**src/hw/sound_pkg.sv**
```systemverilog
`default_nettype none

package sound_pkg;

   localparam int NUM_OSC    = 4;
   localparam int DOC_PERIOD = 16;                // Clock cycles per synthesizer slot
   localparam int PHASE_W    = $clog2(DOC_PERIOD);
   localparam int OSC_W      = $clog2(NUM_OSC);   // Oscillator index width
   localparam int ADDR_W     = 16;                // 64 KB sound address space
   localparam int ACC_W      = 24;                // Phase accumulator width
   localparam int SUM_W      = 8 + OSC_W;         // Mixer sum without overflow

   // Host register offsets
   typedef enum logic [1:0] {
      SNDCTL  = 2'd0,
      SNDDATA = 2'd1,
      SNDAPL  = 2'd2,
      SNDAPH  = 2'd3
   } glu_reg_e;

   typedef enum logic [1:0] {
      ST_IDLE      = 2'd0,
      ST_PENDING   = 2'd1,   // Waiting for the next synthesizer slot
      ST_FINISHING = 2'd2
   } glu_state_e;

   // Synthesizer register bank from the top 3 bits of the register address
   typedef enum logic [2:0] {
      REG_FREQ_LO = 3'd0,   // 0x00 + osc
      REG_FREQ_HI = 3'd1,   // 0x20 + osc
      REG_VOLUME  = 3'd2,   // 0x40 + osc
      REG_CONTROL = 3'd5    // 0xA0 + osc
   } doc_reg_e;

endpackage

`default_nettype wire

```
**src/hw/doc_mixer.sv**
```systemverilog
`timescale 1ns/1ns
`default_nettype none

module doc_mixer import sound_pkg::*; (
   input  wire                     clk,
   input  wire                     reset,
   input  wire                     doc_enable,
   input  wire [NUM_OSC-1:0][7:0]  sample,
   input  wire [3:0]               master_volume,
   output logic [11:0]             audio_out
);

   logic [SUM_W-1:0]   sum;
   logic [SUM_W+3:0]   scaled;

   always_comb begin
      sum = '0;
      for (int i = 0; i < NUM_OSC; i++) begin
         sum = sum + SUM_W'(sample[i]);
      end
   end

   assign scaled = (SUM_W+4)'(sum) * (SUM_W+4)'(master_volume);   // Full width product

   // New output sample once per slot
   always_ff @(posedge clk) begin
      if (reset) begin
         audio_out <= 12'd0;
      end else if (doc_enable) begin
         audio_out <= 12'(scaled[SUM_W+3:4]);   // Divide by 16
      end
   end

endmodule

`default_nettype wire

```
**config.mk**
```make
export PLATFORM = sky130hd
export DESIGN_NAME = doc_mixer
export DESIGN_NICKNAME = d
export VERILOG_FILES = /design/src/hw/sound_pkg.sv /design/src/hw/doc_mixer.sv
export SDC_FILE = /design/constraint.sdc
export NUM_CORES = 1
export LEC_CHECK = 0
export ABC_AREA = 1
export BUFFER_PORTS_ARGS = -buffer_cell sky130_fd_sc_hd__buf_4
export CORE_UTILIZATION = 55
export CTS_CLUSTER_SIZE = 25
export DETAILED_ROUTE_END_ITERATION = 10
export PLACE_DENSITY = 0.8
export RECOVER_POWER = 100
export SLEW_MARGIN = 10
export SYNTH_ARGS = -nofsm -noshare
export SYNTH_HDL_FRONTEND = slang
export SYNTH_SLANG_ARGS = --single-unit
```
**constraint.sdc**
```tcl
create_clock -name clk -period 5.4 [get_ports clk]
set_input_delay 0.27 -clock clk [delete_from_list [all_inputs] [get_ports clk]]
set_output_delay 0.27 -clock clk [all_outputs]
set_load 0.01 [all_outputs]
```
* After elaboration in Yosys (flattened, before gate mapping)
Index checks and enable logic that the tools add are counted.
W data, S select, Z words.
** Operators by class
- Add/subtract/negate cells :: 3
- Multiply operators :: 1
- Div/mod/pow operators :: 0
- Order comparisons :: 0
- Equal/unequal tests :: 0
- Shifts and indexed selects :: 0
- Muxes and demuxes :: 0
- Bitwise operators :: 0
- Reduce and logical (&&, ||, !) cells :: 0
** Operator list (number)
- $mul A10 B4 Y14 :: 1
- $add A10 B8 Y10 :: 1
- $add A9 B8 Y10 :: 1
- $add A8 B8 Y9 :: 1
** Word-level totals
- Register bits after elaboration :: 10
- Latch bits :: 0
- RAM bits :: 0
- Bits in read-only memories :: 0
- Output and inout port bits :: 12
- Memories :: 0

* Depth between registers and ports, before layout
- Depth in word-level cells :: 4
- Mapped depth :: 30
- Depth with buffers taken out :: 30

* Least setup slack after synthesis
OpenSTA, ideal clock, no wires.
- Path type :: input to register
- Start :: in sample[1] (netlist name)
- End :: reg audio_out[7]
- Setup time :: 0.113 ns
- Arrival :: 4.649 ns
- Path slack :: 0.638 ns
- Stages :: 28
- Path buffers :: 0
- Path through :: inv_1 fa_1 fa_1 inv_1 ha_1 inv_1 fa_1 o21ai_2 nand2_1 nand2_1 nand2_1 nand2_1 nand2_1 nand2_1 nor2_1 fa_1 inv_1 fa_1 inv_1 ha_1 nand2_1 inv_1 a21boi_0 nand3_1 nand2_1 nand2_1 o21ai_1 inv_1
** On the way
- Longest elaborated chain between the ends :: 4
** Ends and longest elaborated chain
- start, declared :: line doc_mixer.sv:8 : input wire [NUM_OSC-1:0][7:0] sample,
- $add A8 B8 Y9 :: line doc_mixer.sv:19 : sum = sum + SUM_W'(sample[i]);
- $add A9 B8 Y10 :: line doc_mixer.sv:19
- $add A10 B8 Y10 :: line doc_mixer.sv:19
- $mul A10 B4 Y14 :: line doc_mixer.sv:23 : assign scaled = (SUM_W+4)'(sum) * (SUM_W+4)'(master_volume);
- end signal, assigned :: line doc_mixer.sv:30 : audio_out <= 12'(scaled[SUM_W+3:4]);
- end, declared :: line doc_mixer.sv:10 : output logic [11:0] audio_out
Every way passes these cells.
A chain may end at the register's enable or synchronous reset.

* Worst setup path in the final report
Ends and elaborated chain as after synthesis.

==> summary.txt <==
Synthesis
  – Post-synthesis instance area: 2500 um^2
  – Post-Synth Simple-Gate Area: 0.250
  – Sequential share of the synthesized area: 0.0799
  – Main combinational cell family by area after synthesis: adder cells
  – XOR/XNOR Fraction of Synth Area: 0.0310
  – Area share of fa/ha/maj cells after synthesis: 0.373
  – Mux contribution to synthesized area: 0
  – Synth Area in Compound Gates: 0.0819
  – Ys Warns: 0
  – #FFs+latches synth: 10
  – Syn avg cell area: 6.81 um^2
  – Syn Inst Count: 368
  – Yosys cell types: 31

Setup path
  – CP max-delay cell: fa_1
  – CP Launch Type: input port
  – Critical path data required time: 5.53 ns
  – Slowest Stage Delay on Critical Path: 0.55 ns
  – Crit Path Max Fanout: 4
  – CP dominant cell by count: inv_1
  – Delay-heaviest family, CP: adder cells
  – CP endpoint kind: register
  – Crit Path Class: input port to register
  – Worst path cell trace: buf_4 -> inv_1 -> fa_1 -> fa_1 -> inv_1 -> ha_1 -> inv_1 -> fa_1 -> o21ai_2 -> xor2_1 -> nor2_1 -> fa_1 -> inv_1 -> fa_1 -> inv_1 -> ha_1 -> a21oi_1 -> o21ai_0 -> nand2_1 -> nand3_1 -> nand2_1 -> nand2_1 -> o21ai_1 -> inv_1
  – Crit path DAT: 5.09 ns
  – Worst path bufs/invs: 7

Clock network
  – Hold buffers post-CTS: 0
  – Clk_lat worst skew: 0.24 ns
  – CTS root buf: clkbuf_8
  – CTS tree: done
  – Max H-tree Level: 1
  – Clock sink count: 10
  – Worst-path clk slew: 0.05 ns
  – Clk buf depth: 2
  – CTS buffer count: 3

Die
  – Full die area: 4830 um^2
  – IO Pins: 51
  – DIE HEIGHT: 69.5 um
  – Initial Util: 0.575
  – Core area: 4350 um^2
  – Die Wd: 69.5 um
  – Row count: 24

Drt
  – Routed length on met1: 2140 um
  – Detail Route Antenna Nets: 0
  – # DRC: 0
  – DR top layer: met4
  – Wire per inst: 9.96 um
  – Initial DRC Count: 103
  – Met3 routed WL: 226 um
  – DR WL met2: 2260 um
  – Vias per cell: 4.97
  – TritonRoute pass-1 iters: 5
  – Vias: 2322
  – Routed WL: 4650 um

GRT
  – Initial antenna violation count: 0
  – First-pass GRT wire length: 9110 um
  – Gr usage total: 0.221
  – Total gr overflow: 0
  – Largest net degree at the start of global routing: 18
  – Vias in the first global route: 2281

Final layout
  – Fillers: 433
  – Biggest register: audio_out
  – Synthesis-to-layout area growth: 15.2%
  – Final core occ: 0.663
  – Max reg flops: 10
  – Nets: 511
  – Most common cell after layout, fill and taps aside: inv_1
  – Most frequent cells in the layout: 105 x inv_1, 55 x nand2_1, 51 x nor2_1
  – Biggest regs: audio_out: 10 flops
  – # diodes: 0
  – Share of cells above drive strength 1: 0.149

STA
  – Tmin final: 4.95 ns
  – Final setup vio count: 0
  – Slew Viols, Final: 0
  – Fin. Hold Viols: 0
  – Tcrit/Tclk final: 0.917
  – Setup_tns: 0 ns
  – Unrepaired setup endpoints after global routing: no
  – Worst hold margin: 0.369 ns
  – Max Fclk: 202 MHz
  – Skew final: 0 ns

Pwr
  – Total Power: 1.90 mW
  – Leak pwr: 1.76 nW
  – PD cells: 657 nW/um^2
  – Maximum VDD drop: 0.000446 V

Min path
  – Hold Crit Class: input port to register

Place
  – HPWL Detailed: 4110 um
  – GP Congestion: 0.889
  – PortBufs: 48

Run
  – Max-cap viol count: 0

Run status
  – Outcome: complete, no violations
==> where the power goes <==
| group | internal, mW | leakage [nW] | switching (mW) |
|---|---|---|---|
| combinational | 0.631 | 1.65 | 1.05 |
| sequential | 0.104 | 0.0830 | 0.0137 |
| clock | 0.0642 | 0.0288 | 0.0309 |
| total | 0.800 | 1.76 | 1.10 |
==> cell usage after synthesis (all sizes together) <==
library cell	n	share of area
o21bai	3	0.0090
o21ai	10	0.021
a31oi	1	0.0025
xor2	6	0.024
nor2	52	0.079
nand3	19	0.038
fa	31	0.25
a21boi	2	0.0060
buf	6	0.021
dfxtp	10	0.080
a21o	1	0.0030
xnor2	2	0.0070
nand4	4	0.010
ha	25	0.12
nor4	1	0.0025
inv	108	0.16
o31a	1	0.0035
or2	4	0.010
nor3	1	0.0040
nand2	64	0.11
a21oi	16	0.036
conb	1	0.0015
==> cell type report <==
| class | instances | area (um^2) | area share |
|---|---|---|---|
| clock buffer | 4 | 55.1 | 0.0191 |
| inverter | 108 | 405 | 0.140 |
| multi-input combinational | 245 | 1840 | 0.637 |
| sequential | 10 | 200 | 0.0694 |
| tap | 52 | 65.1 | 0.0225 |
| timing repair buffer | 48 | 323 | 0.112 |
==> logic make-up (layout without fill, tap and decap cells) <==
| kind of cell | count (synthesis) | in the layout |
|---|---|---|
| xor gates and xnor gates | 8 | 8 |
| other | 1 | 2 |
| AOI/OAI and AO/OA | 34 | 34 |
| DFF | 10 | 10 |
| and+or+nand+nor | 145 | 145 |
| buffers and inverters | 114 | 160 |
| adders and majority gates | 56 | 56 |
==> final timing paths <==
path | slack (ns) | endpoint | depth (start not counted) | startpoint
setup / recovery | 0.45 | audio_out[7] | 24 | sample[1]
setup reg to reg | 4.74 | audio_out[2] | 4 | audio_out[2]
hold reg to reg | 0.51 | audio_out[9] | 2 | audio_out[9]
hold / removal | 0.37 | audio_out[6] | 4 | reset
==> through the flow <==
stage | area [um^2] | instances | setup slack, ns
finish | 2890 | 467 | 0.446
global route | 2890 | 467 | 0.0226
CTS | 2940 | 467 | 0.436
detailed placement | 2880 | 463 | 0.192
global placement | 2880 | 463 | 0.164
floorplan | 2510 | 369 | 0.638
==> per-layer routing <==
| layer | vias up | global-route usage |
|---|---|---|
| met3 | 4 | 0.0291 |
| li1 | 1175 | - |
| met4 | 0 | 0.0204 |
| met1 | 1083 | 0.304 |
| met2 | 60 | 0.383 |
| met5 | - | 0 |
==> timing repair <==
item | in CTS | in global routing
resized for setup | 0 | 1
setup endpoints to repair | 0 | 1
setup buffers | 0 | 0
==> tightest hold or removal path, stage by stage <==
cell and delay, ns:
buf_4 0.15, nor2_1 0.06, nand2_1 0.05, inv_1 0.03
No activity file was read; power rests on OpenSTA's default activity.
