===== src/hw/sound_pkg.sv =====
`default_nettype none

package sound_pkg;

   localparam int NUM_OSC    = 4;
   localparam int DOC_PERIOD = 16;                // Clock cycles per synthesizer slot
   localparam int PHASE_W    = $clog2(DOC_PERIOD);
   localparam int OSC_W      = $clog2(NUM_OSC);   // Oscillator index width
   localparam int ADDR_W     = 16;                // 64 KB sound address space
   localparam int ACC_W      = 24;                // Phase accumulator width
   localparam int SUM_W      = 8 + OSC_W;         // Mixer sum without overflow

   // Host register offsets
   typedef enum logic [1:0] {
      SNDCTL  = 2'd0,
      SNDDATA = 2'd1,
      SNDAPL  = 2'd2,
      SNDAPH  = 2'd3
   } glu_reg_e;

   typedef enum logic [1:0] {
      ST_IDLE      = 2'd0,
      ST_PENDING   = 2'd1,   // Waiting for the next synthesizer slot
      ST_FINISHING = 2'd2
   } glu_state_e;

   // Synthesizer register bank from the top 3 bits of the register address
   typedef enum logic [2:0] {
      REG_FREQ_LO = 3'd0,   // 0x00 + osc
      REG_FREQ_HI = 3'd1,   // 0x20 + osc
      REG_VOLUME  = 3'd2,   // 0x40 + osc
      REG_CONTROL = 3'd5    // 0xA0 + osc
   } doc_reg_e;

endpackage

`default_nettype wire


===== src/hw/doc_regs.sv =====
`timescale 1ns/1ns
`default_nettype none

module doc_regs import sound_pkg::*; (
   input  wire                      clk,
   input  wire                      reset,
   input  wire                      doc_wr,
   input  wire  [7:0]               reg_addr,
   input  wire  [7:0]               wdata,
   output logic [7:0]               doc_rdata,
   output logic [NUM_OSC-1:0][15:0] freq,
   output logic [NUM_OSC-1:0][7:0]  volume,
   output logic [NUM_OSC-1:0]       halt
);

   doc_reg_e         bank;
   logic [OSC_W-1:0] osc;
   logic             osc_valid;

   assign bank      = doc_reg_e'(reg_addr[7:5]);
   assign osc       = reg_addr[OSC_W-1:0];
   assign osc_valid = (reg_addr[4:OSC_W] == '0);   // Oscillator number in range

   always_ff @(posedge clk) begin
      if (reset) begin
         freq   <= '0;
         volume <= '0;
         halt   <= '1;   // All voices start halted
      end else if (doc_wr && osc_valid) begin
         case (bank)
            REG_FREQ_LO: freq[osc][7:0]  <= wdata;
            REG_FREQ_HI: freq[osc][15:8] <= wdata;
            REG_VOLUME:  volume[osc]     <= wdata;
            REG_CONTROL: halt[osc]       <= wdata[0];
            default: ;
         endcase
      end
   end

   // Unmapped banks and oscillators read as zero
   always_comb begin
      doc_rdata = 8'd0;
      if (osc_valid) begin
         case (bank)
            REG_FREQ_LO: doc_rdata = freq[osc][7:0];
            REG_FREQ_HI: doc_rdata = freq[osc][15:8];
            REG_VOLUME:  doc_rdata = volume[osc];
            REG_CONTROL: doc_rdata = {7'd0, halt[osc]};
            default:     doc_rdata = 8'd0;
         endcase
      end
   end

endmodule

`default_nettype wire


===== config.mk =====
export PLATFORM = sky130hd
export DESIGN_NAME = doc_regs
export DESIGN_NICKNAME = d
export VERILOG_FILES = /design/src/hw/sound_pkg.sv /design/src/hw/doc_regs.sv
export SDC_FILE = /design/constraint.sdc
export NUM_CORES = 1
export LEC_CHECK = 0
export ABC_AREA = 1
export CAP_MARGIN = 20
export CORE_AREA = 3 3 105 107
export DETAILED_ROUTE_END_ITERATION = 10
export DIE_AREA = 0 0 108 110
export DONT_BUFFER_PORTS = 1
export PLACE_DENSITY = 0.65
export RECOVER_POWER = 25
export SYNTH_ARGS = -nofsm -noshare
export SYNTH_HDL_FRONTEND = slang
export SYNTH_SLANG_ARGS = --single-unit

===== constraint.sdc =====
create_clock -name clk -period 1.28 [get_ports clk]
set_clock_uncertainty 0.1 [all_clocks]
set_input_delay 0.128 -clock clk [delete_from_list [all_inputs] [get_ports clk]]
set_output_delay 0.128 -clock clk [all_outputs]
set_load 0.05 [all_outputs]

* Word-level counts from Yosys, hierarchy flattened *
Cells that the tools add are included.

cells by class
  magnitude comparators = 2
  multiplexer cells = 21
  reduce and logical (&&, ||, !) cells = 8
  eq/ne operators = 3

operators by type and width
  kind                                                                           count
  64-bit bitwise mux                                                             2
  64-bit case mux with 2 select lines                                            1
  16-bit demux with 2-bit select                                                 2
  16-bit binary-select mux with 2-bit select                                     1
  32-bit bitwise mux                                                             1
  16-bit two-way mux                                                             2
  8-bit two-way mux                                                              4
  8-bit case mux with 4 select lines                                             1
  8-bit binary-select mux with 2-bit select                                      1
  8-bit demux with 2-bit select                                                  1
  3-bit zero test                                                                2
  2-bit AND reduction                                                            3
  4-bit bitwise mux                                                              1
  3-bit by 1-bit == test with 1-bit output (second input constant)               1
  3-bit by 2-bit == test with 1-bit output (second input constant)               1
  3-bit == test (second input constant)                                          1
  2-bit by 3-bit less-than comparator with 1-bit output (second input constant)  1
  1-bit binary-select mux with 2-bit select                                      1
  1-bit demux with 2-bit select                                                  1
  2-bit by 1-bit >= comparator with 1-bit output (second input constant)         1
  1-bit logical AND                                                              2
  1-bit two-way mux                                                              2
  2-bit nonzero test                                                             1

storage, ports and cells
  output and inout port bits = 108
  register bits after elaboration = 100
  word-level logic and storage cells = 43
  input port bits = 19

* Longest topological paths before layout *
  depth in word-level cells = 6
  depth in mapped cells = 10
  depth with buffers taken out = 9

* Least setup slack after synthesis *
OpenSTA, ideal clock, no wires.

  path type = register to output
  start point = register volume[24] (netlist name)
  end point = output port doc_rdata[0]
  cell stages (with the launch flop) = 9
  buffers on the path = 0
  setup slack = -0.617 ns
  arrival time = 1.669 ns
  data required time = 1.052 ns
  cell sequence = dfxtp_1 > nand2_1 > nand2_1 > nand2_1 > nand2_1 > nand2_1 > nand2_1 > nor2_1 > nor2_1

on the way
  longest elaborated chain between the ends = 4

RTL lines
  what                                       line            source
  from (decl)                                doc_regs.sv:12  output logic [NUM_OSC-1:0][7:0] volume,
  from (signal, indexed assignment)          doc_regs.sv:33  REG_VOLUME: volume[osc] <= wdata;
  8-bit binary-select mux with 2-bit select  doc_regs.sv:47  REG_VOLUME: doc_rdata = volume[osc];
  8-bit two-way mux (implied by the code)    doc_regs.sv:47
  8-bit case mux with 4 select lines         doc_regs.sv:44  case (bank)
  8-bit two-way mux                          doc_regs.sv:43  if (osc_valid) begin
  to (decl)                                  doc_regs.sv:10  output logic [7:0] doc_rdata,

Every way passes these cells. The select of a mux whose other input is x is not followed.

* Final worst setup path *
  start point = register freq[38] (netlist name)
  end point = output port doc_rdata[6]

on the way
  longest elaborated chain between the ends = 4

RTL lines
  what                                        line            source
  from (decl)                                 doc_regs.sv:11  output logic [NUM_OSC-1:0][15:0] freq,
  from (signal, indexed assignment)           doc_regs.sv:31  REG_FREQ_LO: freq[osc][7:0] <= wdata;
  from (signal, indexed assignment)           doc_regs.sv:32  REG_FREQ_HI: freq[osc][15:8] <= wdata;
  16-bit binary-select mux with 2-bit select  doc_regs.sv:45  REG_FREQ_LO: doc_rdata = freq[osc][7:0];
  16-bit two-way mux                          n/a
  8-bit case mux with 4 select lines          doc_regs.sv:44
  8-bit two-way mux                           doc_regs.sv:43

Every way passes these cells. The select of a mux whose other input is x is not followed.

==> impl_results.md <==
* Hold Vio Cnt, Final at 3
* PD cells at 805 mW/mm^2
* Post-synth EDFFs at 0
* Gr ovfl total at 0
* Period minus WS final at 1.75 ns
* Area grow syn2layout at 43.0%
* CTS max path bufs at 2
* Worst R2R Setup Slack at 0.32 ns
* Filler cells at 890
* Worst-skew pair later-pin latency at 0.38 ns
* Synthesized Nets at 818
* Leak at 3.25 nW
* Reg2reg end: freq[37]
* Status: finished, violations left
* Max FO, Critical Path at 2
* Total GRT Usage at 29.8%
* Area of the multi-input gates at 0.00295 mm^2
* Total core area at 0.0102 mm^2
* Count of state elements after synthesis at 100
* Yosys warns at 0
* GP Congestion at 0.884
* Hold path endpoint: halt[1]
* Wire length on met3 at 1990 um
* Yosys top cell by area: dfxtp_1
* Critical Path RT at 1.05 ns
* Fmax at 572 MHz
* FF-to-FF path depth at 3
* RSZ-0062 raised after global routing: true
* CP Capture Type: output port
* Via density at 5.20
* Nets at 939
* CP max stage delay at 0.36 ns
* Final Cycle Share at 137%
* First-pass GRT wire length at 27200 um
* Row cnt at 37
* Max-Cap Viols at 0
* Placed cell areas at 0.00653 mm^2
* Seq. cell area at 0.00234 mm^2
* Die width at 108 um
* Die Span Y at 110 um
* Routed Antenna Nets at 0
* DP HPWL at 12500 um
* Layout cell share with drive strength beyond 1 at 41.7%
* Die Footprint at 0.0119 mm^2
* # clock sinks at 100
* Critical R2R Launch: freq[37]
* Crit-path cells: nand2_1 -> nand2_1 -> nand2_2 -> nand2_2 -> nand2_1 -> nand3_2 -> nand2_2 -> clkinvlp_4
* Largest net degree at the start of global routing at 67
* Core Util, Final at 69.3%
* Top post-synthesis cells by count: nand2_1 (330), nor2_1 (165), dfxtp_1 (100)
* Design area at 0.00709 mm^2
* Peak supply drop at 528 uV
* Clk slew on worst S/H paths at 0.10 ns
* Initial DRT Pass Iterations at 5
* Slew Limit Fails at 0
* Root buf cell: clkbuf_8
* Post-Synthesis Cells at 799
* DRC Markers at 0
* Wirelength per Cell at 16.7 um
* M1 WL at 7370 um
* Worst Setup Start Kind: register
* Initial antenna violation count at 2
* Hold path depth at 4
* Final wirelength at 17800 um
* Critical path type: reg2out
* Cell Area, Synth at 0.00496 mm^2
* Share of the synthesized area in the top cell type at 40.4%
* H-tree depth at 3
* Largest cells by area after synthesis: dfxtp_1 (40%), nand2_1 (25%), nor2_1 (12%)
* Most common cell in the netlist: nand2_1
* Met2 routed WL at 8020 um
* CTS tree: yes
* Worst-Margin Slew at 0.541 ns
* Mean Syn Cell Area at 6.21 um^2
* Final setup margin at -0.468 ns
* Violated checks: hold timing, setup timing
* Sequential element share of the synthesized area at 40.4%
* Critical path arrival at 1.52 ns
* Post-synth ARST share at 0%
* Slew margin rel. at 63.9%
* Final setup viols at 8
* Hold Worst Slack at -0.00916 ns
* Min-delay src: reg_addr[6]
* Ant. Diodes at 0
* Uppermost routed layer: met5
* Vias in the first global route at 5168
* Starting Density at 48.5%
* I/O pin count at 127
* CP max stage cell: dfxtp_4
* Via count at 5521
* Cell variety after synth at 21
* Starting DRC count in detailed routing at 375
* Ys flop type: dfxtp_1
* HP Class: in2reg
* PortBufs at 0
* Cts bufs inserted at 9
## critical path, delay by kind of cell, from the launching register on
kind | cells | cell delay [ns]
buf+inv | 1 | 0.25
flops | 1 | 0.36
simple gates | 7 | 0.52
## layer usage
| metal | global-route usage (%) | vias up |
|---|---|---|
| li1 | - | 2723 |
| met1 | 40.2 | 2500 |
| met2 | 46.1 | 262 |
| met3 | 8.10 | 32 |
| met4 | 10.6 | 4 |
| met5 | 0 | - |
## cells by family (layout without fill, tap and decap cells)
logic type,after synthesis,count (layout),synth area share (%)
AND/OR/NAND/NOR,545,545,44.9
flip-flops,100,100,40.4
AO/OA/AOI/OAI,88,88,8.88
buffers and inverters,66,192,5.83
## where the power goes
| part | internal (W) | switching, W |
|---|---|---|
| registers | 0.00294 | 0.00000415 |
| logic | 0.000160 | 0.000355 |
| clock network | 0.00110 | 0.00116 |
## worst max-delay path by stage
stage | from | endpoint | cells past startpoint
final | freq[38] | doc_rdata[6] | 8
after global routing | volume[10] | doc_rdata[2] | 8
after CTS | volume[14] | doc_rdata[6] | 8
after detailed placement | reg_addr[3] | freq[20] | 8
after global placement | reg_addr[0] | doc_rdata[1] | 10
after floorplan | volume[24] | doc_rdata[0] | 8
## sequential cells by signal, indices dropped and copies added, names as in the netlist
signal	cells
freq	64
halt	4
volume	32
## what timing repair did
item | in CTS | in global routing
buffers inserted | 0 | 0
endpoints found under the hold margin | 88 | 0
pin swaps | 13 | 37
gates cloned | 0 | 0
gates resized for setup | 26 | 70
setup endpoints to repair | 8 | 21
hold buffers | 9 | 0
## layout make-up
type	instances	share of cell area, %
clock buffer	10	1.80
clock inverter	6	1.25
inverter	31	2.01
multi-input combinational	633	41.6
sequential	100	33.0
tap	136	2.40
timing repair buffer	145	17.9
## stage by stage
| stage | hold WS, ns | instances | setup TNS, ns | setup slack, ns | power (W) |
|---|---|---|---|---|---|
| after floorplan | 0.175 | 799 | -0.0645 | -0.0268 | 0.00335 |
| after global placement | 0.179 | 1036 | -5.96 | -0.147 | 0.00344 |
| after detailed placement | 0.186 | 1036 | -7.51 | -0.153 | 0.00344 |
| after CTS | 0.00114 | 1061 | -3.51 | -0.458 | 0.00570 |
| after global routing | 0.0211 | 1061 | -4.06 | -0.523 | 0.00594 |
| final | -0.00916 | 1061 | -3.55 | -0.468 | 0.00571 |
## placed cells by master (no fill, tap or decap), types with 14 or more instances in the layout
cell	instances
nand2_1	250
nor2_1	162
buf_4	124
dfxtp_4	86
nand2_2	84
o21ai_1	34
a21oi_1	32
o21ai_0	22
inv_1	15
dfxtp_2	14
(Power assumes the default switching activity.)
