[config.mk]
export PLATFORM = sky130hd
export DESIGN_NAME = sound_glu
export DESIGN_NICKNAME = d
export VERILOG_FILES = /design/src/hw/sound_pkg.sv /design/src/hw/sound_glu.sv
export SDC_FILE = /design/constraint.sdc
export NUM_CORES = 1
export LEC_CHECK = 0
export ABC_AREA = 0
export BUFFER_PORTS_ARGS = -buffer_cell sky130_fd_sc_hd__clkbuf_2
export CELL_PAD_IN_SITES_DETAIL_PLACEMENT = 2
export CELL_PAD_IN_SITES_GLOBAL_PLACEMENT = 2
export CORE_MARGIN = 4
export CORE_UTILIZATION = 33
export CTS_CLUSTER_SIZE = 25
export DETAILED_ROUTE_END_ITERATION = 16
export GPL_ROUTABILITY_DRIVEN = 0
export HOLD_SLACK_MARGIN = 0.02
export PLACE_DENSITY = 0.8
export SLEW_MARGIN = 20
export SYNTH_ARGS = -nofsm -noshare
export SYNTH_HDL_FRONTEND = slang
export SYNTH_SLANG_ARGS = --single-unit
export TNS_END_PERCENT = 30
[constraint.sdc]
create_clock -name clk -period 2.1 [get_ports clk]
set_input_delay 0 -clock clk [delete_from_list [all_inputs] [get_ports clk]]
set_output_delay 0 -clock clk [all_outputs]
set_load 0.01 [all_outputs]
[src/hw/sound_pkg.sv]
`default_nettype none

package sound_pkg;

   localparam int NUM_OSC    = 4;
   localparam int DOC_PERIOD = 16;                // Clock cycles per synthesizer slot
   localparam int PHASE_W    = $clog2(DOC_PERIOD);
   localparam int OSC_W      = $clog2(NUM_OSC);   // Oscillator index width
   localparam int ADDR_W     = 16;                // 64 KB sound address space
   localparam int ACC_W      = 24;                // Phase accumulator width
   localparam int SUM_W      = 8 + OSC_W;         // Mixer sum without overflow

   // Host register offsets
   typedef enum logic [1:0] {
      SNDCTL  = 2'd0,
      SNDDATA = 2'd1,
      SNDAPL  = 2'd2,
      SNDAPH  = 2'd3
   } glu_reg_e;

   typedef enum logic [1:0] {
      ST_IDLE      = 2'd0,
      ST_PENDING   = 2'd1,   // Waiting for the next synthesizer slot
      ST_FINISHING = 2'd2
   } glu_state_e;

   // Synthesizer register bank from the top 3 bits of the register address
   typedef enum logic [2:0] {
      REG_FREQ_LO = 3'd0,   // 0x00 + osc
      REG_FREQ_HI = 3'd1,   // 0x20 + osc
      REG_VOLUME  = 3'd2,   // 0x40 + osc
      REG_CONTROL = 3'd5    // 0xA0 + osc
   } doc_reg_e;

endpackage

`default_nettype wire

[src/hw/sound_glu.sv]
`timescale 1ns/1ns
`default_nettype none

module sound_glu import sound_pkg::*; (
   input  wire               clk,
   input  wire               reset,
   input  wire               select,
   input  wire               wr,
   input  wire  [1:0]        host_addr,
   input  wire  [7:0]        host_data_in,
   input  wire  [7:0]        ram_rdata,
   input  wire  [7:0]        doc_rdata,
   output logic [7:0]        host_data_out,
   output logic [ADDR_W-1:0] sound_addr,
   output logic [7:0]        sound_data_out,
   output logic              ram_wr,
   output logic              doc_wr,
   output logic              doc_enable,
   output logic [3:0]        master_volume
);

   glu_reg_e           host_reg;
   glu_state_e         state;
   logic [PHASE_W-1:0] phase;
   logic               select_d;
   logic               host_edge;
   logic               write_pending;
   logic               ram_access;
   logic               auto_increment;
   logic               busy;
   logic [7:0]         read_buf;
   logic [7:0]         sound_rdata;

   assign host_reg    = glu_reg_e'(host_addr);
   assign host_edge   = select && !select_d;   // Rising edge of select
   assign busy        = (state == ST_PENDING);
   assign sound_rdata = ram_access ? ram_rdata : doc_rdata;

   // Synthesizer slot timer
   always_ff @(posedge clk) begin
      if (reset) begin
         phase      <= '0;
         doc_enable <= 1'b0;
      end else begin
         phase      <= (phase == PHASE_W'(DOC_PERIOD - 1)) ? '0 : phase + 1'b1;
         doc_enable <= (phase == '0);
      end
   end

   // Access scheduling and host register writes
   always_ff @(posedge clk) begin
      if (reset) begin
         state          <= ST_IDLE;
         write_pending  <= 1'b0;
         ram_wr         <= 1'b0;
         doc_wr         <= 1'b0;
         select_d       <= 1'b0;
         ram_access     <= 1'b0;
         auto_increment <= 1'b0;
         master_volume  <= 4'd0;
         sound_addr     <= '0;
      end else begin
         select_d <= select;
         ram_wr   <= 1'b0;
         doc_wr   <= 1'b0;

         // doc_enable means the synthesizer just ran its cycle,
         // so the bus is free for the held host access
         case (state)
            ST_PENDING: begin
               if (doc_enable) begin
                  state  <= ST_FINISHING;
                  ram_wr <= ram_access && write_pending;
                  doc_wr <= !ram_access && write_pending;
               end
            end
            ST_FINISHING: begin
               state         <= ST_IDLE;
               write_pending <= 1'b0;
               if (auto_increment) begin
                  sound_addr <= sound_addr + 1'b1;
               end
            end
            default: state <= ST_IDLE;
         endcase

         // A new data access replaces any pending one
         if (host_edge) begin
            case (host_reg)
               SNDCTL: begin
                  if (wr) begin
                     ram_access     <= host_data_in[6];
                     auto_increment <= host_data_in[5];
                     master_volume  <= host_data_in[3:0];
                  end
               end
               SNDDATA: begin
                  state         <= ST_PENDING;
                  write_pending <= wr;
               end
               SNDAPL: begin
                  if (wr) begin
                     sound_addr[7:0] <= host_data_in;
                  end
               end
               SNDAPH: begin
                  if (wr) begin
                     sound_addr[ADDR_W-1:8] <= host_data_in;
                  end
               end
            endcase
         end
      end
   end

   // Data path registers
   always_ff @(posedge clk) begin
      if (state == ST_FINISHING && !write_pending) begin
         read_buf <= sound_rdata;   // Fetched byte for the next SNDDATA read
      end
      if (host_edge) begin
         if (wr) begin
            if (host_reg == SNDDATA) begin
               sound_data_out <= host_data_in;
            end
         end else begin
            case (host_reg)
               SNDCTL:  host_data_out <= {busy, ram_access, auto_increment, 1'b1,
                                          master_volume};
               SNDDATA: host_data_out <= read_buf;   // Result of previous fetch
               SNDAPL:  host_data_out <= sound_addr[7:0];
               SNDAPH:  host_data_out <= sound_addr[ADDR_W-1:8];
            endcase
         end
      end
   end

endmodule

`default_nettype wire

Word-level counts from Yosys, hierarchy flattened:

Cells that the tools add are included.

* flip-flop bits (word level): 57
* logic and storage cells: 55

* $add $sub $neg: 2
* eq/ne operators: 6
* muxes and demuxes: 16
* bitwise logic cells: 3
* reductions and logical operators: 14

Operators with widths (count)
* $mux 16: 3
* $mux 8: 5
* $pmux 8 s4: 1
* $add 16x1->16 const B: 1
* $mux 2: 4
* $eq 2x2->1 const B: 3
* $reduce_and 3->1: 2
* $add 4x1->4 const B: 1
* $eq 2x1->1 const B: 2
* $eq 4x4->1 const B: 1
* $logic_and 1x1->1: 4
* $logic_not 4->1: 1
* $logic_not 1->1: 3
* $mux 1: 3
* $not 1->1: 3
* $reduce_or 3->1: 1
* $logic_not 2->1: 1
* $reduce_and 2->1: 1
* $reduce_or 2->1: 1

Depth between registers and ports, before layout:

* depth after elaboration: 6
* mapped depth: 6
* depth with buffers taken out: 5

Least setup slack after synthesis:

OpenSTA, ideal clock, no wires.

* kind: flip-flop to flip-flop
* start: reg sound_addr[0]
* end: reg sound_addr[14]
* library setup time: 91 ps
* arrival: 1463 ps
* path slack: 546 ps
* stages on the path, launching flop included: 6
* clock period less this slack: 1554 ps
* cells stage by stage: dfxtp_1 > ha_1 > nand3_2 > nor4_4 > nand4_1 > a311oi_1

* cells in the longest elaborated chain, start to end: 6

RTL lines
* from (decl): line sound_glu.sv:14 `output logic [ADDR_W-1:0] sound_addr,`
* from (signal assigned): line sound_glu.sv:81 `sound_addr <= sound_addr + 1'b1;`
* from (signal assigned): line sound_glu.sv:103 `sound_addr[7:0] <= host_data_in;`
* from (signal, indexed assignment): line sound_glu.sv:108 `sound_addr[ADDR_W-1:8] <= host_data_in;`
* $add 16x1->16 (*): line sound_glu.sv:81
* $mux 16 (*): line sound_glu.sv:80 `if (auto_increment) begin`
* $mux 16 (*): line sound_glu.sv:69 `case (state)`
* $mux 8: line sound_glu.sv:107 `if (wr) begin`
* $mux 8: line sound_glu.sv:89 `case (host_reg)`
* $mux 16 (*): line sound_glu.sv:88 `if (host_edge) begin`

Mark *: on every way between the ends. The rest lies on a longest branch, timed or not.
A chain may end at the register's enable or synchronous reset.

Worst setup path in the final report:

* start: reg ram_access
* end: reg read_buf[4] (data pin)

* cells in the longest elaborated chain, start to end: 1

RTL lines
* from (decl): line sound_glu.sv:28 `logic ram_access;`
* from (signal assigned): line sound_glu.sv:92 `ram_access <= host_data_in[6];`
* $mux 8: line sound_glu.sv:37 `assign sound_rdata = ram_access ? ram_rdata : doc_rdata;`
* named net sound_rdata[4]: line sound_glu.sv:32 `logic [7:0] sound_rdata;`
* to (signal assigned): line sound_glu.sv:119 `read_buf <= sound_rdata;`
* to (decl): line sound_glu.sv:31 `logic [7:0] read_buf;`

The timed path passes the listed nets, and every way through them passes these cells.

==> run summary <==
The share of layout cells above drive strength 1 came out at 33.8%. Of all flip-flops after synthesis, the portion carrying an async set or reset was 0%. The core region area came out at 7690 um^2. The total count of hold-check failures in the final report came out at 0. The die width is 96.9 um. The count of fill cells added during filler insertion came out at 833.

The starting density of the core is 33.9%. The maximum clock skew at final layout is 5.45 ps. The die extent in y is 96.9 um. The total number of vias came out at 2,173. The number of warnings printed during yosys synthesis is 0. The cell count of the worst hold path came out at 5. For this block, the initial DRC count from the detailed router was 70. The stage delay of the slowest cell on the critical path came out at 660 ps. Counting every sink on the clock net gives 57.

The biggest area contributor in the post-synthesis netlist is sky130_fd_sc_hd__edfxtp_1. The combined area of the multi-input logic cells came out at 1140 um^2. Post-CTS repair changed the size of 0 cells. The mean number of vias per cell is 5.15.

The number of failing setup endpoints in the final timing report came out at 0. The share of the cycle needed by the critical path after routing came out at 89.8%. The average cell area after synthesis is 12.0 um^2. The final setup slack of the worst path is 213 ps. The detail-routed net length per standard cell came out at 20.1 um. For this run, the detailed router's first-pass iteration total came to 4.

The family with the most delay on the worst path is flip-flops. The share of synthesized area occupied by flip-flops and latches came out at 53.0%. The maximum ir drop on the vdd rail is 281 uV. The buffers plus inverters on the worst setup path is 1. The total inserted antenna cells is 0. In the synthesized netlist the dominant register cell turns out to be sky130_fd_sc_hd__dfxtp_1. The final hold slack came out at 118 ps. The initial antenna violation count came out at 0. The area of all sequential standard cells came out at 1380 um^2. The critical path startpoint category is a flip-flop. The flow ran to the end, and the final reports show no timing, DRC or antenna violations. The die area came out at 9380 um^2.

The count of mapped cells out of synthesis came out at 218. Setup repair after global routing left no endpoint under its margin. In this run the deepest clock path goes through 2 buffers. The worst max-slew margin expressed relative to the limit is 49.2%. The slowest cell on the critical path is sky130_fd_sc_hd__dfxtp_1.

The number of enable-type register cells in the synthesized netlist came out at 24. The post-CTS repair timing setup buffer count is 0. The post-route setup TNS is 0 ps. Walking the worst path, the cells encountered are mux2_2 > dlygate4sd3_1. Synthesis inferred 57 register bits. The signal arrival time at the worst endpoint is 1980 ps. In this run the critical register-to-register path is captured at read_buf[4]$_DFFE_PP_. The setup slack after placement is 320 ps.

After detailed routing, the total wire length is 8480 um. The final critical-path required period came out at 1890 ps. Dividing total power by cell area gives a power density of 679 nW/um^2. In this run the critical register-to-register path is launched from ram_access$_SDFFE_PP0P_.

TritonCTS built the clock tree. The final number of max-transition violations is 0. The max-capacitance violation count is 0. The total nets after synthesis came out at 251. The path with the worst hold slack has its endpoint at write_pending$_SDFF_PP0_. The path class of the tightest hold or removal check is in2reg.

The number of cells on the worst reg-to-reg path came out at 2. In this run the remaining antenna-violating nets after routing total 0. The number of buffers inserted during clock tree synthesis is 9. The via count of the first global-routing pass was 2,393. The source-to-sink clock delay at the later pin of the worst-skew pair is 350 ps. The critical path in this run is classified as reg2reg. The detailed-placement wirelength estimate came out at 5770 um.

The post-synth design cell area came out at 2610 um^2. After synthesis, the netlist uses 44 different library cells. Among all cell types in the netlist, the one instantiated most often is sky130_fd_sc_hd__dfxtp_1. The number of standard-cell rows in the floorplan is 32. The leakage power total is 1.44 nW.

The number of buffers inserted by port buffering came out at 68. The global-route congestion overflow total came out at 0. The I/O pin total is 69. The final total power is 2.36 mW. Ranked by instance count, the synthesized netlist is headed by sky130_fd_sc_hd__dfxtp_1 (33), sky130_fd_sc_hd__nor2_1 (30), sky130_fd_sc_hd__edfxtp_1 (24). The clock-pin slew of the registers on the worst-case setup and hold paths came out at 60 ps. The worst setup path is captured at a flip-flop.

In this run the most critical hold path is launched from host_addr[1]. The overall fraction of global-route tracks in use is 18.8%. The data required time at the worst endpoint came out at 2190 ps. The launch point of the critical path is ram_access$_SDFFE_PP0P_. The first-pass GRT wire length came out at 13,500 um. The number of nets at the end of the flow came out at 348. The maximum level of the CTS H-tree is 3. The reg-to-reg setup timing slack came out at 210 ps. The number of hold-repair buffers added at the cts stage came out at 26. The maximum number of pins on one net before global-route repair came out at 34. The share of the synthesized area in the top cell type is 27.7%.

The area overhead of the layout relative to synthesis came out at 33.4%. The maximum frequency from static timing analysis came out at 530 MHz. The measured slew at the worst slew-check pin is 761 ps. The count of unresolved DRC violations after routing is 0. The cell chosen for the clock root is sky130_fd_sc_hd__clkbuf_8.

The highest net fanout along the worst path came out at 12. Ranked by total cell area, the synthesized netlist is headed by sky130_fd_sc_hd__edfxtp_1 (28%), sky130_fd_sc_hd__dfxtp_1 (25%), sky130_fd_sc_hd__mux4_2 (5.2%), sky130_fd_sc_hd__nor2_1 (4.3%), sky130_fd_sc_hd__a211oi_1 (3.7%).
[metrics by stage]
step | cells | util, % | cell area, um^2
global placement | 380 | 39.7 | 3050
floorplan | 218 | - | 2610
detailed placement | 380 | 39.7 | 3050
global route | 422 | 45.2 | 3480
CTS | 422 | 45.2 | 3480
finish | 422 | 45.2 | 3480
[flip-flops by register name, summed over array words and instances (netlist names)]
signal          count
write_pending       1
state               2
master_volume       4
auto_increment      1
ram_access          1
sound_data_out      8
doc_wr              1
read_buf            8
phase               4
doc_enable          1
sound_addr         16
select_d            1
host_data_out       8
ram_wr              1
[cell usage in the layout, fill, tap and decap left out, types with 2 or more instances in the layout]
cell type                       instances
sky130_fd_sc_hd__nand3b_1               5
sky130_fd_sc_hd__a311oi_1               2
sky130_fd_sc_hd__nor3_1                 3
sky130_fd_sc_hd__clkbuf_8              10
sky130_fd_sc_hd__ha_1                   3
sky130_fd_sc_hd__buf_4                  4
sky130_fd_sc_hd__nor4_1                 6
sky130_fd_sc_hd__nor3b_1                4
sky130_fd_sc_hd__nand4_2                2
sky130_fd_sc_hd__mux2_2                 8
sky130_fd_sc_hd__nand4b_1               2
sky130_fd_sc_hd__nand2_1                4
sky130_fd_sc_hd__a21oi_1                5
sky130_fd_sc_hd__xnor2_1               11
sky130_fd_sc_hd__nor2b_1                2
sky130_fd_sc_hd__and3_1                 2
sky130_fd_sc_hd__mux4_2                 6
sky130_fd_sc_hd__a211oi_1              13
sky130_fd_sc_hd__nand3_1                4
sky130_fd_sc_hd__xor2_1                 2
sky130_fd_sc_hd__clkbuf_2              68
sky130_fd_sc_hd__clkinv_1               3
sky130_fd_sc_hd__inv_1                  8
sky130_fd_sc_hd__nor2_1                30
sky130_fd_sc_hd__dlygate4sd3_1         26
sky130_fd_sc_hd__dfxtp_1               33
sky130_fd_sc_hd__mux2i_1                9
sky130_fd_sc_hd__edfxtp_1              24
sky130_fd_sc_hd__clkinv_2               2
[worst register-to-register path: stages (launching register included)]
cell and delay [ps]:
sky130_fd_sc_hd__dfxtp_1 660, sky130_fd_sc_hd__mux2_2 400, sky130_fd_sc_hd__dlygate4sd3_1 570
[kinds of logic (layout without fill, tap and decap cells)]
logic type,Yosys count,in the layout,synth area share [%]
AO/OA/AOI/OAI,24,24,6.91
AND/OR/NAND/NOR,77,77,18.1
adder cells (fa/ha/maj),3,3,1.44
flip-flops,57,57,53.0
buffers and inverters,20,122,3.12
XOR/XNOR,13,13,4.37
multiplexers,24,24,13.1
[worst max path at each step]
stage	depth (start not counted)	endpoint	slack, ps
finish	2	read_buf[4]$_DFFE_PP_	210
global route	5	sound_addr[14]$_SDFF_PP0_	140
CTS	2	read_buf[0]$_DFFE_PP_	220
detailed placement	5	sound_addr[14]$_SDFF_PP0_	320
global placement	5	sound_addr[14]$_SDFF_PP0_	450
floorplan	5	sound_addr[14]$_SDFF_PP0_	550
[report_power, final]
group	internal, mW	switching [mW]
Sequential	1.19	0.0385
Clock	0.444	0.446
Combinational	0.127	0.115
Total	1.76	0.600
[routing by layer]
| metal | track usage, % | wire length [um] | vias up |
|---|---|---|---|
| met2 | 32.4 | 4360 | 51 |
| met3 | 4.69 | 278 | 15 |
| met5 | 0 | 0 | - |
| met4 | 7.45 | 187 | 0 |
| li1 | - | - | 1007 |
| met1 | 22.5 | 3660 | 1100 |
[layout make-up]
class	count	area share (%)
well taps	102	3.67
flip-flops and latches	57	39.7
clock buffers	11	4.07
clock inverters	5	0.612
repair buffers	98	18.1
inverters	8	0.864
multi-input cells	141	32.9
Power figures use the tool's default switching activity.
