### src/hw/sound_pkg.sv
`default_nettype none

package sound_pkg;

   localparam int NUM_OSC    = 4;
   localparam int DOC_PERIOD = 16;                // Clock cycles per synthesizer slot
   localparam int PHASE_W    = $clog2(DOC_PERIOD);
   localparam int OSC_W      = $clog2(NUM_OSC);   // Oscillator index width
   localparam int ADDR_W     = 16;                // 64 KB sound address space
   localparam int ACC_W      = 24;                // Phase accumulator width
   localparam int SUM_W      = 8 + OSC_W;         // Mixer sum without overflow

   // Host register offsets
   typedef enum logic [1:0] {
      SNDCTL  = 2'd0,
      SNDDATA = 2'd1,
      SNDAPL  = 2'd2,
      SNDAPH  = 2'd3
   } glu_reg_e;

   typedef enum logic [1:0] {
      ST_IDLE      = 2'd0,
      ST_PENDING   = 2'd1,   // Waiting for the next synthesizer slot
      ST_FINISHING = 2'd2
   } glu_state_e;

   // Synthesizer register bank from the top 3 bits of the register address
   typedef enum logic [2:0] {
      REG_FREQ_LO = 3'd0,   // 0x00 + osc
      REG_FREQ_HI = 3'd1,   // 0x20 + osc
      REG_VOLUME  = 3'd2,   // 0x40 + osc
      REG_CONTROL = 3'd5    // 0xA0 + osc
   } doc_reg_e;

endpackage

`default_nettype wire

### src/hw/doc_oscillator.sv
`timescale 1ns/1ns
`default_nettype none

module doc_oscillator import sound_pkg::*; (
   input  wire        clk,
   input  wire        reset,
   input  wire        doc_enable,
   input  wire [15:0] freq,
   input  wire [7:0]  volume,
   input  wire        halt,
   output logic [7:0] sample
);

   logic [ACC_W-1:0] acc;
   logic [15:0]      product;

   // Phase advances once per synthesizer slot
   always_ff @(posedge clk) begin
      if (reset) begin
         acc <= '0;
      end else if (doc_enable && !halt) begin
         acc <= acc + ACC_W'(freq);
      end
   end

   // Sawtooth from the accumulator top byte, scaled by voice volume
   assign product = 16'(acc[ACC_W-1:ACC_W-8]) * 16'(volume);
   assign sample  = halt ? 8'd0 : product[15:8];

endmodule

`default_nettype wire

### config.mk
export PLATFORM = sky130hd
export DESIGN_NAME = doc_oscillator
export DESIGN_NICKNAME = d
export VERILOG_FILES = /design/src/hw/sound_pkg.sv /design/src/hw/doc_oscillator.sv
export SDC_FILE = /design/constraint.sdc
export NUM_CORES = 1
export LEC_CHECK = 0
export BUFFER_PORTS_ARGS = -buffer_cell sky130_fd_sc_hd__buf_4
export CORE_MARGIN = 5
export CORE_UTILIZATION = 25
export CTS_CLUSTER_DIAMETER = 150
export DETAILED_ROUTE_END_ITERATION = 10
export GPL_TIMING_DRIVEN = 0
export HOLD_SLACK_MARGIN = 0.05
export SYNTH_ARGS = -nofsm -noshare
export SYNTH_HDL_FRONTEND = slang
export SYNTH_SLANG_ARGS = --single-unit
### constraint.sdc
create_clock -name clk -period 4.74 [get_ports clk]
set_input_delay 0.474 -clock clk [delete_from_list [all_inputs] [get_ports clk]]
set_output_delay 0.474 -clock clk [all_outputs]
set_load 0.005 [all_outputs]
# Yosys cells after proc, flatten, opt, wreduce, memory -nomap -nowiden
# Index checks and enable logic that the tools add are counted.
# op_classes
mux	1
addsub	1
n_mul	1
n_reduce_logical	2
# op_table
op	n
$add 24x16->24	1
$mul 8x8->16	1
$mux 8	1
$logic_and 1x1->1	1
$logic_not 1->1	1
# word_totals
output_inout_bits	8
in_bits	28
reg_bits	24

# Depth between registers and ports, before layout
# Gate-level depths: netlist of the first run.
# depth
depth_word	2
ltp_mapped	18

# Least setup slack after synthesis of the first run
# No wires, ideal clock.
# synth_timing
path_kind	input port to output port
startpoint	in volume[7]
endpoint	out sample[6]
stages	15
path_slack_ps	194
n_path_buf	0
t_arrival_ps	4072
cell_sequence	and2_1 -> fa_1 -> fa_1 -> fa_1 -> inv_1 -> fa_1 -> inv_1 -> ha_1 -> a21oi_1 -> o21ai_0 -> a21oi_1 -> nor2b_1 -> a311oi_1 -> xor2_1 -> nor2_1
# synth_between
elab_chain_len	2
# synth_rtl
element	line	rtl
start: declaration	doc_oscillator.sv:9	input wire [7:0] volume,
$mul 8x8->16	doc_oscillator.sv:27	assign product = 16'(acc[ACC_W-1:ACC_W-8]) * 16'(volume);
$mux 8	doc_oscillator.sv:28	assign sample = halt ? 8'd0 : product[15:8];
end: declaration	doc_oscillator.sv:11	output logic [7:0] sample
# No other way between the ends.

# Worst setup path in the final report of the first run
# layout_timing
startpoint	in volume[5]
endpoint	out sample[6]
# The elaborated chain is that of the path after synthesis.

==> results of run 1 <==
[worst max-delay path, cell delays in order]
cell	delay, ns
buf_4	0.15
and2_4	0.16
fa_1	0.57
fa_1	0.44
fa_1	0.51
inv_1	0.05
fa_1	0.49
inv_2	0.05
ha_4	0.26
a21oi_4	0.15
o21ai_2	0.08
a21oi_2	0.19
nor2b_1	0.08
a311oi_1	0.29
xor2_1	0.17
nor2_1	0.05
buf_4	0.15
[final cells by class]
cell class | count | area, sq um | share of cell area [%]
clock buffers | 4 | 88.8 | 1.90
plain buffers | 12 | 66.3 | 1.42
flip-flops and latches | 24 | 505 | 10.8
multi-input cells | 356 | 3120 | 66.7
repair buffers | 61 | 457 | 9.78
well taps | 184 | 230 | 4.93
inverters | 55 | 206 | 4.42
[through the flow]
stage | power (mW) | area (sq um) | hold slack (ns) | std cells | setup WS [ns]
6_report | 0.585 | 4670 | 0.457 | 696 | -0.0691
5_1_grt | 0.625 | 4670 | 0.475 | 696 | -0.216
4_1_cts | 0.594 | 4450 | 0.460 | 680 | -0.0506
3_5_place_dp | 0.384 | 4200 | 0.450 | 671 | -0.402
3_3_place_gp | 0.380 | 4200 | 0.443 | 671 | -0.324
2_1_floorplan | 0.332 | 3710 | 0.436 | 452 | 0.194
[Yosys cell counts, types with 4 or more instances]
cell,count,area share (%)
dfxtp_1,24,13
o211ai_1,4,0.81
inv_1,55,5.6
a21oi_1,34,4.6
a211oi_1,10,2.0
nand4_1,5,0.84
clkbuf_1,9,0.91
nand2_1,44,4.5
o21ai_0,17,2.3
and2_1,49,8.3
xor2_1,6,1.4
xnor2_1,10,2.4
nor2b_1,8,1.3
nand3_1,9,1.2
ha_1,49,17
nor4b_1,4,0.94
nor2_1,27,2.7
nand2b_1,5,0.84
fa_1,36,19
[logic make-up after synthesis]
family          after synthesis  synth area share (%)
fa+ha+maj                    85                  36.0
buf+inv                      72                  7.46
flops                        24                  13.0
simple gates                161                  22.4
compound gates               89                  15.9
mux                           5                  1.55
xor+xnor                     16                  3.78
[report_power, final]
part	internal (mW)	switching [mW]	total [mW]
Clock	0.129	0.0746	0.204
Combinational	0.0708	0.0962	0.167
Sequential	0.209	0.00561	0.214
[repair_timing]
item	4_1_cts	5_1_grt
gates cloned	0	1
hold buffers	0	0
gates resized for setup	35	30
buffers inserted	9	16
pin swaps	28	32
endpoints found under the setup margin	8	6
[worst min path at each step]
stage                        start                   to  slack (ns)  depth (start not counted)
6_report       acc[3]$_SDFFE_PP0P_  acc[3]$_SDFFE_PP0P_        0.46                          2
2_1_floorplan  acc[3]$_SDFFE_PP0P_  acc[3]$_SDFFE_PP0P_        0.44                          2
5_1_grt        acc[7]$_SDFFE_PP0P_  acc[7]$_SDFFE_PP0P_        0.47                          2
3_3_place_gp   acc[5]$_SDFFE_PP0P_  acc[5]$_SDFFE_PP0P_        0.44                          2
3_5_place_dp   acc[7]$_SDFFE_PP0P_  acc[7]$_SDFFE_PP0P_        0.45                          2
4_1_cts        acc[7]$_SDFFE_PP0P_  acc[7]$_SDFFE_PP0P_        0.46                          2
[metal layers]
metal / share of wire (%) / GRT usage, %
met2: 51 / 18.4
met4: 0.26 / 1.26
met3: 2.9 / 1.60
met5: 0 / 0
met1: 46 / 13.0
==> flow_metrics.py, run 1 <==
metrics = {
    "clocking": {
        "cts_buffers": 3,
        "cts.sinks": 24,
        "ctsLongestPathBuffers": 2,
        "tritoncts": "built",
        "insertion_delay_ns": 0.26,
        "root_buffer": "clkbuf_16",
        "clk_pin_slew_ns": 0.06,
        "cts_max_level": 1,
    },
    "setup_path": {
        "timing.rr.end": "acc[18]$_SDFFE_PP0P_",
        "crit_start": "volume[5]",
        "criticalPathCategory": "input pin to primary output",
        "rrSetupSlack_ns": 2.15,
        "cp.arrival_ns": 4.34,
        "cp_max_fo": 8,
        "cp-end-kind": "primary output",
        "startpoint_type": "input pin",
        "r2r_cells": 10,
        "worstReg2RegStart": "acc[0]$_SDFFE_PP0P_",
        "crit_path_end": "sample[6]",
        "cp.required_ns": 4.27,
    },
    "drt": {
        "wl_per_cell_um": 12.8,
        "drc": 0,
        "ant_nets": 0,
        "drtIter0Drc": 113,
        "vias": 3246,
        "routed_wl_mm": 8.92,
        "drtPass1Iterations": 4,
        "avgViaCountPerCell": 4.66,
    },
    "yosys": {
        "synth_fp_nets": 565,
        "synthDistinctLibCells": 50,
        "ys_ff_latch": 24,
        "netlist_area_sq_um": 3710,
        "synth_flop_cell": "dfxtp_1",
        "synth_edf_count": 0,
        "yosysSeqAreaShare_pct": 13.0,
        "ys_warn_count": 0,
        "async_reset_ff_share_pct": 0,
        "avgSynthCellArea_sq_um": 8.20,
        "synthCells": 452,
    },
    "power_and_ir_drop": {
        "ir_drop_uv": 117,
        "p_leak_nw": 2.17,
        "p_per_area_nw_per_um2": 125,
    },
    "sta": {
        "rsz0062_at_grt": "yes",
        "hold_violations": 0,
        "fin_tns_setup_ns": -0.0932,
        "worstMarginPinSlew_ns": 0.628,
        "clock-skew-final_ns": 0.00268,
        "fin_crit_sh_pct": 101,
        "fin_ws_ns": -0.0691,
        "relSlewSlack_pct": 58.1,
        "fmax_mhz": 208,
        "setup_viol": 3,
        "slew_violations": 0,
        "timing.final.crit_period_ns": 4.81,
    },
    "cells_and_area": {
        "regMostFlops": "acc",
        "post-route-util_pct": 32.1,
        "drive_gt1_share_pct": 22.9,
        "synthToLayoutAreaGrowth_pct": 25.9,
        "final_nets": 626,
        "fillers": 1531,
        "reg_top3": "acc: 24 flops",
        "largest_register_ffs": 24,
        "layout_commonest_cell": "buf_4",
        "antennaDiodeCount": 0,
        "final_cell_mix": "58 x buf_4, 52 x inv_1, 44 x and2_1, 44 x ha_1, 42 x nand2_1",
    },
    "global_route": {
        "grt_pass1_wl_mm": 15.3,
        "grt_pass1_vias": 3332,
        "grt_max_degree": 14,
        "overflow": 0,
        "antenna_found_initial": 0,
        "grt_usage_pct": 10.1,
    },
    "outcome": {
        "run_status": "finished with violations",
        "violations": "setup timing",
    },
    "placed_design": {
        "io_buffer_count": 35,
        "gp_congestion": 0.839,
        "hpwl_mm": 7.02,
    },
    "floorplan": {
        "die_w_um": 132,
        "coreArea_sq_um": 14500,
        "die_y_um": 132,
        "dieArea_sq_um": 17400,
        "rows": 44,
        "io_pins": 36,
        "initial_core_util_pct": 25.5,
    },
    "flow_run": {
        "max_cap_violations": 0,
    },
    "min_path": {
        "min_path_type": "flop to flop",
    },
}
(Power assumes the default switching activity.)
==> run 2: changes to the inputs <==
--- a/config.mk
+++ b/config.mk
@@ -5,13 +5,13 @@
 export SDC_FILE = /design/constraint.sdc
 export NUM_CORES = 1
 export LEC_CHECK = 0
-export BUFFER_PORTS_ARGS = -buffer_cell sky130_fd_sc_hd__buf_4
-export CORE_MARGIN = 5
+export BUFFER_PORTS_ARGS = -buffer_cell sky130_fd_sc_hd__clkbuf_2
 export CORE_UTILIZATION = 25
 export CTS_CLUSTER_DIAMETER = 150
 export DETAILED_ROUTE_END_ITERATION = 10
 export GPL_TIMING_DRIVEN = 0
 export HOLD_SLACK_MARGIN = 0.05
+export SETUP_SLACK_MARGIN = 0.5
 export SYNTH_ARGS = -nofsm -noshare
 export SYNTH_HDL_FRONTEND = slang
 export SYNTH_SLANG_ARGS = --single-unit
==> run 2 against run 1 <==
  * The flow now finishes without violations
  * Critical endpoint unchanged
  * Critical path type is now flop to primary output
  * Highest routed layer unchanged
  * Largest cell class unchanged
  * Worst setup slack better by 0.099 ns
  * First-iteration DRC count shrank 17%
  * Count of clock-buffer cells in the layout decreased by 1
==> flow_metrics.py, run 2 (synthesized netlist as in run 1, its figures left out) <==
metrics = {
    "clocking": {
        "root_buffer": "clkbuf_16",
        "ctsLongestPathBuffers": 2,
        "cts_max_level": 1,
        "clk_pin_slew_ns": 0.07,
        "cts_buffers": 3,
        "insertion_delay_ns": 0.26,
        "tritoncts": "built",
        "cts.sinks": 24,
    },
    "sta": {
        "fmax_mhz": 212,
        "worstMarginPinSlew_ns": 0.587,
        "setup_viol": 0,
        "timing.final.crit_period_ns": 4.71,
        "fin_crit_sh_pct": 99.4,
        "fin_ws_ns": 0.0294,
        "hold_violations": 0,
        "relSlewSlack_pct": 60.9,
        "rsz0062_at_grt": "yes",
        "slew_violations": 0,
        "clock-skew-final_ns": 0.00177,
    },
    "cells_and_area": {
        "fillers": 1520,
        "post-route-util_pct": 31.8,
        "largest_register_ffs": 24,
        "final_nets": 624,
        "reg_top3": "acc: 24 flops",
        "multiInputGateArea_sq_um": 3130,
        "antennaDiodeCount": 0,
        "final_cell_mix": "52 x inv_1, 44 x ha_1, 43 x and2_1",
        "layout_commonest_cell": "inv_1",
        "regArea_sq_um": 487,
        "synthToLayoutAreaGrowth_pct": 24.1,
        "drive_gt1_share_pct": 22.5,
        "regMostFlops": "acc",
    },
    "floorplan": {
        "die_y_um": 124,
        "rows": 44,
        "coreArea_sq_um": 14500,
        "die_w_um": 124,
        "initial_core_util_pct": 25.6,
        "io_pins": 36,
        "dieArea_sq_um": 15300,
    },
    "setup_path": {
        "critPathSlowestCell": "fa_1",
        "crit_start": "acc[19]$_SDFFE_PP0P_",
        "max_stage_delay_ns": 0.52,
        "cp-end-kind": "primary output",
        "cp_max_fo": 9,
        "criticalPathCategory": "flop to primary output",
        "startpoint_type": "flop",
        "cp.arrival_ns": 4.24,
        "path_cells": "buf_6, and2_4, fa_1, fa_1, fa_1, inv_1, fa_1, inv_2, ha_4, a21oi_2, o21ai_1, a21oi_2, nor2b_1, a311oi_2, xor2_1, nor2_1, clkbuf_2",
        "cp.required_ns": 4.27,
        "cp_common_cell": "fa_1",
        "worstReg2RegStart": "acc[0]$_SDFFE_PP0P_",
    },
    "global_route": {
        "antenna_found_initial": 0,
        "grt_pass1_wl_mm": 14.8,
        "grt_pass1_vias": 3240,
        "overflow": 0,
        "grt_usage_pct": 12.0,
        "grt_max_degree": 15,
    },
    "drt": {
        "drtPass1Iterations": 4,
        "wl_per_cell_um": 12.5,
        "ant_nets": 0,
        "drc": 0,
        "routed_wl_mm": 8.68,
        "vias": 3236,
        "drtIter0Drc": 94,
        "avgViaCountPerCell": 4.66,
    },
    "flow_run": {
        "max_cap_violations": 0,
    },
    "placed_design": {
        "hpwl_mm": 6.89,
        "io_buffer_count": 35,
        "gp_congestion": 0.829,
        "dp_slack_ns": -0.113,
    },
    "min_path": {
        "min_path_type": "flop to flop",
        "hold_start": "acc[7]$_SDFFE_PP0P_",
    },
    "outcome": {
        "run_status": "finished clean",
    },
    "power_and_ir_drop": {
        "p_leak_nw": 2.15,
        "ir_drop_uv": 139,
        "p_per_area_nw_per_um2": 136,
    },
}
run 2: metrics by stage:
step,TNS [ns],total power [mW],cell area [sq um],instances,hold slack [ns]
4_1_cts,-0.156,0.631,4470,686,0.463
3_5_place_dp,-0.248,0.379,4180,671,0.454
5_1_grt,-0.571,0.660,4600,694,0.473
6_report,0,0.625,4600,694,0.459
3_3_place_gp,-0.118,0.376,4180,671,0.442
2_1_floorplan,0,0.333,3770,452,0.436
run 2: what timing repair did:
item	CTS	global route
hold endpoints to repair	0	0
resized for setup	32	30
pin swaps	14	20
hold buffers	0	0
setup buffers	11	8
cloned	0	0
setup endpoints to repair	8	8
run 2: where the power goes:
part	total [mW]	switching [mW]	internal (mW)
clock	0.248	0.0798	0.168
combinational	0.159	0.0963	0.0632
sequential	0.218	0.00568	0.212
run 2: path summary, 6_finish.rpt:
check                               to  slack [ns]  cells after the start
hold / removal     acc[7]$_SDFFE_PP0P_        0.46                      2
setup / recovery             sample[6]        0.03                     17
hold reg to reg    acc[7]$_SDFFE_PP0P_        0.46                      2
setup reg to reg  acc[18]$_SDFFE_PP0P_        2.15                     10
run 2: final cells by class:
type / count / area share, %
plain buffers: 17 / 2.66
clock buffers: 3 / 1.63
clock inverters: 1 / 0.653
inverters: 55 / 4.49
multi-input cells: 356 / 68.0
flip-flops and latches: 24 / 10.6
well taps: 184 / 5.00
repair buffers: 54 / 6.99
run 2: critical path, delay by kind of cell (launching register included):
kind                       cells  cell delay [ns]
adders and majority gates      5             2.25
AOI/OAI and AO/OA              4             0.61
buffers and inverters          4             0.35
DFF                            1             0.31
and+or+nand+nor                3             0.28
xor gates and xnor gates       1             0.16
run 2: routing by layer:
layer	routed length, um	share of wire [%]	GRT usage (%)	vias to the layer above
li1	-	-	-	1627
met1	3930	45	15.5	1553
met2	4400	51	22.0	54
met3	323	3.7	1.28	2
met4	19	0.22	1.13	0
met5	0	0	0	-
